`config.mk`:
```
export PLATFORM = sky130hd
export DESIGN_NAME = cache_ctrl
export DESIGN_NICKNAME = d
export VERILOG_FILES = /design/src/logic/cache_pkg.sv /design/src/logic/cache_ctrl.sv
export SDC_FILE = /design/constraint.sdc
export NUM_CORES = 1
export LEC_CHECK = 0
export BUFFER_PORTS_ARGS = -buffer_cell sky130_fd_sc_hd__buf_2
export CAP_MARGIN = 25
export CORE_MARGIN = 4
export CORE_UTILIZATION = 44
export CTS_BUF_LIST = sky130_fd_sc_hd__clkbuf_4 sky130_fd_sc_hd__clkbuf_8
export DETAILED_ROUTE_END_ITERATION = 7
export PLACE_DENSITY = 0.83
export RECOVER_POWER = 100
export SETUP_SLACK_MARGIN = 0.02
export SLEW_MARGIN = 0
export SYNTH_ARGS = -nofsm -noshare
export SYNTH_HDL_FRONTEND = slang
export SYNTH_SLANG_ARGS = --single-unit
```
`constraint.sdc`:
```
create_clock -name clk -period 2.4 [get_ports clk]
set_input_delay 0.12 -clock clk [delete_from_list [all_inputs] [get_ports clk]]
set_output_delay 0.12 -clock clk [all_outputs]
set_load 0.01 [all_outputs]
```
`src/logic/cache_pkg.sv`:
```
package cache_pkg;

    // ~~~~~~~~~~~~~~~~~~~~
    // address fields
    // ~~~~~~~~~~~~~~~~~~~~

    localparam int tag_w          = 5;
    localparam int index_w        = 8;
    localparam int words_per_line = 4;
    localparam int word_sel_w     = $clog2(words_per_line);  // word within a line

    // byte address seen by the processor, bit 0 selects the byte in a word
    typedef logic [tag_w+index_w+word_sel_w:0] addr_t;

    typedef logic [15:0] word_t;

    // word address on the memory side, one bit shorter than addr_t
    typedef logic [tag_w+index_w+word_sel_w-1:0] mem_addr_t;

    // ~~~~~~~~~~~~~~~~~~~~
    // tag array payload
    // ~~~~~~~~~~~~~~~~~~~~

    typedef struct packed {
        logic             valid;
        logic             dirty;
        logic [tag_w-1:0] tag;
    } tag_entry_t;

endpackage

```
`src/logic/cache_ctrl.sv`:
```
`timescale 1ns/1ps

module cache_ctrl #(
    parameter int mem_latency = 2
) (
    input  logic                                                clk,
    input  logic                                                rst_n,
    input  logic                                                req,
    input  logic                                                rd,
    input  logic                                                wr,
    input  cache_pkg::addr_t                                    addr,
    input  cache_pkg::word_t                                    wdata,
    output logic                                                ack,
    output logic                                                hit,
    output cache_pkg::word_t                                    rdata,
    output logic                                                tag_we,
    output logic [cache_pkg::index_w-1:0]                       tag_idx,
    output cache_pkg::tag_entry_t                               tag_wentry,
    input  cache_pkg::tag_entry_t                               tag_rentry,
    output logic                                                data_we,
    output logic [cache_pkg::index_w+cache_pkg::word_sel_w-1:0] data_addr,
    output cache_pkg::word_t                                    data_wword,
    input  cache_pkg::word_t                                    data_rword,
    output logic                                                mem_rd,
    output logic                                                mem_wr,
    output cache_pkg::mem_addr_t                                mem_addr,
    output cache_pkg::word_t                                    mem_wdata,
    input  cache_pkg::word_t                                    mem_rdata
);

    localparam int idx_lsb    = cache_pkg::word_sel_w + 1;
    localparam int tag_lsb    = idx_lsb + cache_pkg::index_w;
    localparam int fill_cnt_w = $clog2(mem_latency + cache_pkg::words_per_line + 1);

    typedef enum logic [3:0] {
        st_clear, st_idle, st_wb0, st_wb1, st_wb2, st_wb3,
        st_fill_issue, st_fill_drain, st_cwrite, st_done
    } state_t;

    state_t                            state_q, state_d;
    logic [cache_pkg::index_w-1:0]     clr_idx_q;
    logic [fill_cnt_w-1:0]             fill_cnt_q;  // cycles since the first fill read
    logic [cache_pkg::word_sel_w-1:0]  ret_cnt_q;   // next fill word to come back
    logic                              ack_q;
    logic                              hit_q;
    cache_pkg::word_t                  rdata_q;

    logic [cache_pkg::tag_w-1:0]       req_tag;
    logic [cache_pkg::index_w-1:0]     req_index;
    logic [cache_pkg::word_sel_w-1:0]  req_word;
    logic [cache_pkg::word_sel_w-1:0]  wb_word;
    logic                              access;
    logic                              lookup_hit;
    logic                              in_fill;
    logic                              fill_ret;
    logic                              last_ret;

    assign req_tag    = addr[tag_lsb +: cache_pkg::tag_w];
    assign req_index  = addr[idx_lsb +: cache_pkg::index_w];
    assign req_word   = addr[1 +: cache_pkg::word_sel_w];
    assign access     = req && (rd || wr);
    assign lookup_hit = tag_rentry.valid && (tag_rentry.tag == req_tag);

    assign wb_word  = cache_pkg::word_sel_w'(state_q - st_wb0);  // only meaningful in wb states
    assign in_fill  = (state_q == st_fill_issue) || (state_q == st_fill_drain);
    assign fill_ret = in_fill && (fill_cnt_q >= fill_cnt_w'(mem_latency));
    assign last_ret = fill_ret && (ret_cnt_q == '1);

    // ~~~~~~~~~~~~~~~~~~~~
    // next state and array/memory drive
    // ~~~~~~~~~~~~~~~~~~~~

    always_comb begin
        state_d    = state_q;
        tag_we     = 1'b0;
        tag_idx    = req_index;
        tag_wentry = '0;
        data_we    = 1'b0;
        data_addr  = {req_index, req_word};
        data_wword = wdata;
        mem_rd     = 1'b0;
        mem_wr     = 1'b0;
        mem_addr   = {req_tag, req_index, fill_cnt_q[cache_pkg::word_sel_w-1:0]};
        mem_wdata  = data_rword;

        case (state_q)
            st_clear: begin
                tag_we  = 1'b1;  // sweep writes an invalid entry per index
                tag_idx = clr_idx_q;
                if (clr_idx_q == '1) begin
                    state_d = st_idle;
                end
            end

            st_idle: begin
                if (access) begin
                    if (lookup_hit) begin
                        state_d = st_done;
                        if (wr) begin
                            data_we    = 1'b1;
                            tag_we     = 1'b1;
                            tag_wentry = '{valid: 1'b1, dirty: 1'b1, tag: req_tag};
                        end
                    end else if (tag_rentry.valid && tag_rentry.dirty) begin
                        state_d = st_wb0;
                    end else begin
                        state_d = st_fill_issue;
                    end
                end
            end

            st_wb0, st_wb1, st_wb2, st_wb3: begin
                mem_wr    = 1'b1;
                data_addr = {req_index, wb_word};
                mem_addr  = {tag_rentry.tag, req_index, wb_word};  // old line address
                state_d   = (state_q == st_wb3) ? st_fill_issue : state_t'(state_q + 4'd1);
            end

            st_fill_issue, st_fill_drain: begin
                if (state_q == st_fill_issue) begin
                    mem_rd = 1'b1;
                    if (fill_cnt_q == fill_cnt_w'(cache_pkg::words_per_line - 1)) begin
                        state_d = st_fill_drain;
                    end
                end
                if (fill_ret) begin
                    data_we    = 1'b1;
                    data_addr  = {req_index, ret_cnt_q};
                    data_wword = mem_rdata;
                end
                if (last_ret) begin
                    tag_we     = 1'b1;  // new line goes in clean
                    tag_wentry = '{valid: 1'b1, dirty: 1'b0, tag: req_tag};
                    state_d    = wr ? st_cwrite : st_done;
                end
            end

            st_cwrite: begin
                data_we    = 1'b1;
                tag_we     = 1'b1;
                tag_wentry = '{valid: 1'b1, dirty: 1'b1, tag: req_tag};
                state_d    = st_done;
            end

            st_done: begin
                if (!req) begin
                    state_d = st_idle;
                end
            end

            default: begin
                state_d = st_idle;
            end
        endcase
    end

    // ~~~~~~~~~~~~~~~~~~~~
    // registers
    // ~~~~~~~~~~~~~~~~~~~~

    always_ff @(posedge clk or negedge rst_n) begin
        if (!rst_n) begin
            state_q    <= st_clear;
            clr_idx_q  <= '0;
            fill_cnt_q <= '0;
            ret_cnt_q  <= '0;
            ack_q      <= 1'b0;
            hit_q      <= 1'b0;
            rdata_q    <= '0;
        end else begin
            state_q <= state_d;
            if (state_q == st_clear) begin
                clr_idx_q <= clr_idx_q + 1'b1;
            end
            fill_cnt_q <= in_fill ? fill_cnt_q + 1'b1 : '0;
            if (!in_fill) begin
                ret_cnt_q <= '0;
            end else if (fill_ret) begin
                ret_cnt_q <= ret_cnt_q + 1'b1;
            end
            if (fill_ret && (ret_cnt_q == req_word)) begin
                rdata_q <= mem_rdata;  // requested word on its way into the line
            end
            if ((state_q == st_idle) && access && lookup_hit) begin
                hit_q   <= 1'b1;
                rdata_q <= data_rword;
            end
            if ((state_d == st_done) && (state_q != st_done)) begin
                ack_q <= 1'b1;
            end
            if ((state_q == st_done) && !req) begin
                ack_q <= 1'b0;
                hit_q <= 1'b0;
            end
        end
    end

    assign ack   = ack_q;
    assign hit   = hit_q;
    assign rdata = rdata_q;

endmodule

```
======== After elaboration in Yosys (flattened, before gate mapping) ========
Index checks and enable logic that the tools add are counted.
cells by class
  add/sub/neg operators ................... 5
  order comparisons ....................... 1
  eq/ne operators ......................... 17
  multiplexer cells ....................... 41
  reductions and logical operators ........ 20
operator list
  cell                   number
  $mux W16               4
  $mux W4                8
  $mux W7                4
  $pmux W4 S6            1
  $pmux W7 S3            1
  $eq A4 B3 Y1 const B   4
  $mux W15               1
  $mux W1                13
  $eq A4 B4 Y1 const B   3
  $logic_and A1 B1 Y1    10
  $add A8 B1 Y8 const B  1
  $eq A4 B2 Y1 const B   2
  $eq A8 B8 Y1 const B   1
  $mux W8                1
  $mux W2                3
  $mux W3                2
  $pmux W1 S3            2
  $reduce_bool A2 Y1     3
  $eq A5 B5 Y1           1
  $add A4 B1 Y4 const B  1
  $eq A4 B1 Y1 const B   1
  $logic_not A4 Y1       1
  $ne A4 B4 Y1 const B   1
  $pmux W2 S2            1
  12 further kinds       14
word-level totals
  register bits after elaboration ......... 35
  input bits .............................. 76
  output and inout port bits .............. 94
  logic and storage cells ................. 91

======== Depth between registers and ports, before layout ========
  depth after elaboration ................. 10
  gate-level depth with buffers ........... 10
  depth with buffers taken out ............ 7

======== Least setup slack after synthesis ========
OpenSTA, ideal clock, no wires.
  path type ............................... register -> register
  from .................................... reg state_q[0]
  to ...................................... reg ack_q (netlist: ack)
  arrival ................................. 2.102 ns
  required time ........................... 2.280 ns
  setup slack ............................. 0.177 ns
  stages on the path, launching flop included .. 9
  period minus slack after synthesis ...... 2.223 ns
  cell sequence ........................... dfrtp_1 > inv_1 > ha_1 > or2_2 > and3_4 > buf_6 > a32o_1 > or3b_4 > a41o_1
on the way
  word-level cells in the longest chain between the ends .. 9
  elaborated cells on any way between the ends .. 30
  those cells by class .................... 1 x add/sub; 11 x eq/ne; 9 x mux; 9 x reduce/logical
ends and longest elaborated chain
  what                                                                   RTL line           RTL
  start, declared                                                        cache_ctrl.sv:40   state_t state_q, state_d;
  start signal, assigned                                                 cache_ctrl.sv:163  state_q <= st_clear;
  start signal, assigned                                                 cache_ctrl.sv:171  state_q <= state_d;
  parallel branches: the longest is 5 deep, another holds $add A4 B1 Y4  --
  $pmux W4 S6 (*)                                                        cache_ctrl.sv:86   case (state_q)
  net state_d[3]                                                         cache_ctrl.sv:40
  $eq A4 B4 Y1 (*)                                                       cache_ctrl.sv:188  if ((state_d == st_done) && (state_q != st_done)) begin
  $logic_and A1 B1 Y1 (*)                                                cache_ctrl.sv:188
  $reduce_bool A2 Y1 (no line) (*)                                       --
  end signal, assigned                                                   cache_ctrl.sv:167  ack_q <= 1'b0;
  end signal, assigned                                                   cache_ctrl.sv:189  ack_q <= 1'b1;
  end signal, assigned                                                   cache_ctrl.sv:192  ack_q <= 1'b0;
  end, declared                                                          cache_ctrl.sv:44   logic ack_q;
Mark *: on every way through the listed nets, which the timed path passes.
A chain may end at the register's enable or synchronous reset.

==> summary.md <==
| Metric | Value |
|---|---|
| Netlist cell types | `54` |
| DRT iter0 DRCs | `approximately 110` |
| CTS sink count | `35` |
| Leak | `0.00189 uW` |
| Switch share | `0.444` |
| Switching pwr | `1620 uW` |
| Post-DRT Antenna Nets | `0` |
| RSZ-0062 raised after global routing | `true` |
| Initial antenna violation count | `0` |
| # nets final | `533` |
| Syn Nets | `around 380` |
| Layout Cells excl Fill | `524` |
| Internal cell power | `2020 uW` |
| Fin Clk Skew | `0.00431 ns` |
| Worst skew pair latency | `0.29 ns` |
| Non-Filler Cell Area, Final | `roughly 0.0036 sq mm` |
| GP Congestion | `0.868` |
| Power share of the combinational group | `0.606` |
| Flop pwr share | `0.275` |
| Drt via density | `5.27` |
| Startpoint Class | `flip-flop` |
| Drt drc | `0` |
| Avg WL per Cell | `about 16 um` |
| Die Y | `85.9 um` |
| Post-synth top area share | `0.328` |
| Max-slew violations | `0` |
| Power density cells | `1010 mW/mm^2` |
| Buffers on Ports | `168` |
| Dominant cell type by area after synthesis | `dfrtp_1` |
| # rows | `28` |
| # IOs | `170` |
| Arr. time, crit path | `about 2.2 ns` |
| Hold Path Depth | `3` |
| CTS buffer count | `5` |
| Layout cells sized above 1 | `0.374` |
| TritonRoute pass-1 iters | `4` |
| Vias in the first global route | `2604` |
| Max_slew headroom | `0.422` |
| Hold Vio Cnt, Final | `0` |
| Async set or reset register ratio after synthesis | `1.00` |
| Most common library cells after synthesis | `56 x nand2_1, 35 x dfrtp_1, 33 x buf_4` |
| Finish-stage setup viols | `0` |
| Hold slack | `0.0528 ns` |
| Crit Path Category | `reg -> out` |
| Drt total wl | `8.38 mm` |
| Crit path required time | `2.28 ns` |
| Initial Util | `0.451` |
| Critical Path End Type | `primary output` |
| First-pass GRT wire length | `12.2 mm` |
| Pre-CTS setup slack | `0.156 ns` |
| Congestion Overflow GR | `0` |
| Die width | `~86 um` |
| Worst setup margin | `between 0.03 and 0.04 ns` |
| H-tree lvl count | `2` |
| Achievable Freq | `0.423 GHz` |
| Max-cap viol count | `0` |
| Clock Path Buffers | `2` |
| Global router's overall resource usage | `0.207` |
| Root Buffer | `clkbuf_8` |
| Tot Pwr | `approximately 3600 uW` |
| Die Area | `0.00738 sq mm` |
| Worst-path clk slew | `0.07 ns` |
| Mapped Avg Cell Area | `8.96 sq um` |
| Synth-to-layout area growth | `35.3%` |
| DP Cell Count | `506` |
| CP max-delay cell | `dfrtp_2` |
| Clk pwr share | `0.120` |
| Yosys Warn Count | `0` |
| EDFF count, synth | `0` |
| CP max FO | `7` |
| TritonCTS clock tree | `built` |
| Worst Hold Class | `in -> reg` |
| Critical Path Max Stage Delay | `around 0.5 ns` |
| Via Count | `2764` |
| Sequential area share after synthesis | `0.328` |
| Tmin final | `around 2.4 ns` |
| Worst Tran Pin Value | `0.868 ns` |
| Worst vdd ir | `0.000515 V` |
| Post-Syn Area | `between 0.002 and 0.003 sq mm` |
| Final period utilization | `0.985` |
| Largest net degree at the start of global routing | `36` |
| Placement-stage cell area | `roughly 0.0034 sq mm` |
| Reg2reg path depth | `7` |
| Core Area | `0.00592 sq mm` |
| Ant diodes | `0` |
| Yosys reg bits | `35` |
| Cells along the critical path | `ha_4 > or2_4 > and3_4 > a221o_2 > and2_4 > buf_6` |
| Most common cell in the netlist | `nand2_1` |
| Syn Inst Count | `298` |
| DP Wirelength | `6.32 mm` |
| Synth Flop Type | `dfrtp_1` |
| Ranking of synthesized cells by area | `dfrtp_1 33%, buf_4 9.3%, mux2_1 8.4%` |
| Status | `finished, final reports clean` |
[cells in the final DEF (no fill, tap or decap), types with 5 or more instances in the layout]
cell | synthesis | final
dfrtp_1 | 35 | 33
nor2_1 | 12 | 12
buf_6 | 1 | 5
clkbuf_1 | 9 | 51
buf_4 | 33 | 15
buf_2 | 2 | 114
xnor2_1 | 14 | 14
clkbuf_8 | 0 | 5
o21ai_1 | 16 | 16
nand2_1 | 56 | 56
mux2i_1 | 18 | 18
mux2_1 | 20 | 20
[cell type report]
class,count,area (sq um)
flip-flops and latches,35,878
clock inverters,2,12.5
clock buffers,6,76.3
fillers,529,2310
inverters,6,27.5
multi-input cells,212,1560
well taps,75,93.8
repair buffers,188,966
[critical path, delay by kind of cell (launching register included)]
kind | cells | cell delay [ns]
simple gates | 3 | 0.64
flops | 1 | 0.49
compound gates | 1 | 0.47
fa+ha+maj | 1 | 0.21
buf+inv | 1 | 0.12
[flip-flops by register name (all words and copies together), names as in the netlist]
register	cells
ack	1
clr_idx_q	8
fill_cnt_q	3
hit	1
rdata	16
ret_cnt_q	2
state_q	4
[per-stage QoR]
step                utilization  setup TNS (ns)
global placement          0.573               0
floorplan                     -               0
global route              0.610         -0.0620
detailed placement        0.573               0
finish                    0.610               0
CTS                       0.600               0
[kinds of logic (layout without fill, tap and decap cells)]
family / Yosys count / in the layout / synth area share
AOI/OAI and AO/OA: 45 / 45 / 0.113
xor gates and xnor gates: 15 / 15 / 0.0492
adders and majority gates: 9 / 9 / 0.0422
buffers and inverters: 51 / 202 / 0.122
DFF: 35 / 35 / 0.328
muxes: 39 / 39 / 0.156
and+or+nand+nor: 104 / 104 / 0.189
[power by group through the flow]
stage	clock network, uW	logic (uW)	registers [uW]
floorplan	0	1200	999
global placement	0	1890	964
detailed placement	0	1960	978
CTS	440	2050	963
global route	469	2400	1040
finish	435	2200	1000
[routing by layer]
metal  routed length (um)  track usage
met5                    0            0
met4                  272       0.0647
met3                  831       0.0413
met2                 4210        0.380
met1                 3070        0.240
[timing repair]
| item | in CTS | in global routing |
|---|---|---|
| hold buffers | 1 | 0 |
| resized for setup | 9 | 22 |
| endpoints found under the hold margin | 35 | 0 |
| endpoints found under the setup margin | 30 | 15 |
| buffers inserted | 3 | 5 |
| cloned | 0 | 1 |
| pin swaps | 2 | 9 |
[final timing paths]
check / from / to / slack [ns]
min in group asynchronous: rst_n / state_q[1]$_DFF_PN0_ / 0.46
hold reg to reg: clr_idx_q[6]$_DFFE_PN0P_ / clr_idx_q[6]$_DFFE_PN0P_ / 0.51
setup reg to reg: state_q[1]$_DFF_PN0_ / ack$_DFFE_PN0P_ / 0.20
hold / removal: data_rword[1] / rdata[1]$_DFFE_PN0P_ / 0.05
max in group asynchronous: rst_n / state_q[0]$_DFF_PN0_ / 1.34
setup / recovery: state_q[1]$_DFF_PN0_ / tag_wentry[1] / 0.04
No activity file was read; power rests on OpenSTA's default activity.
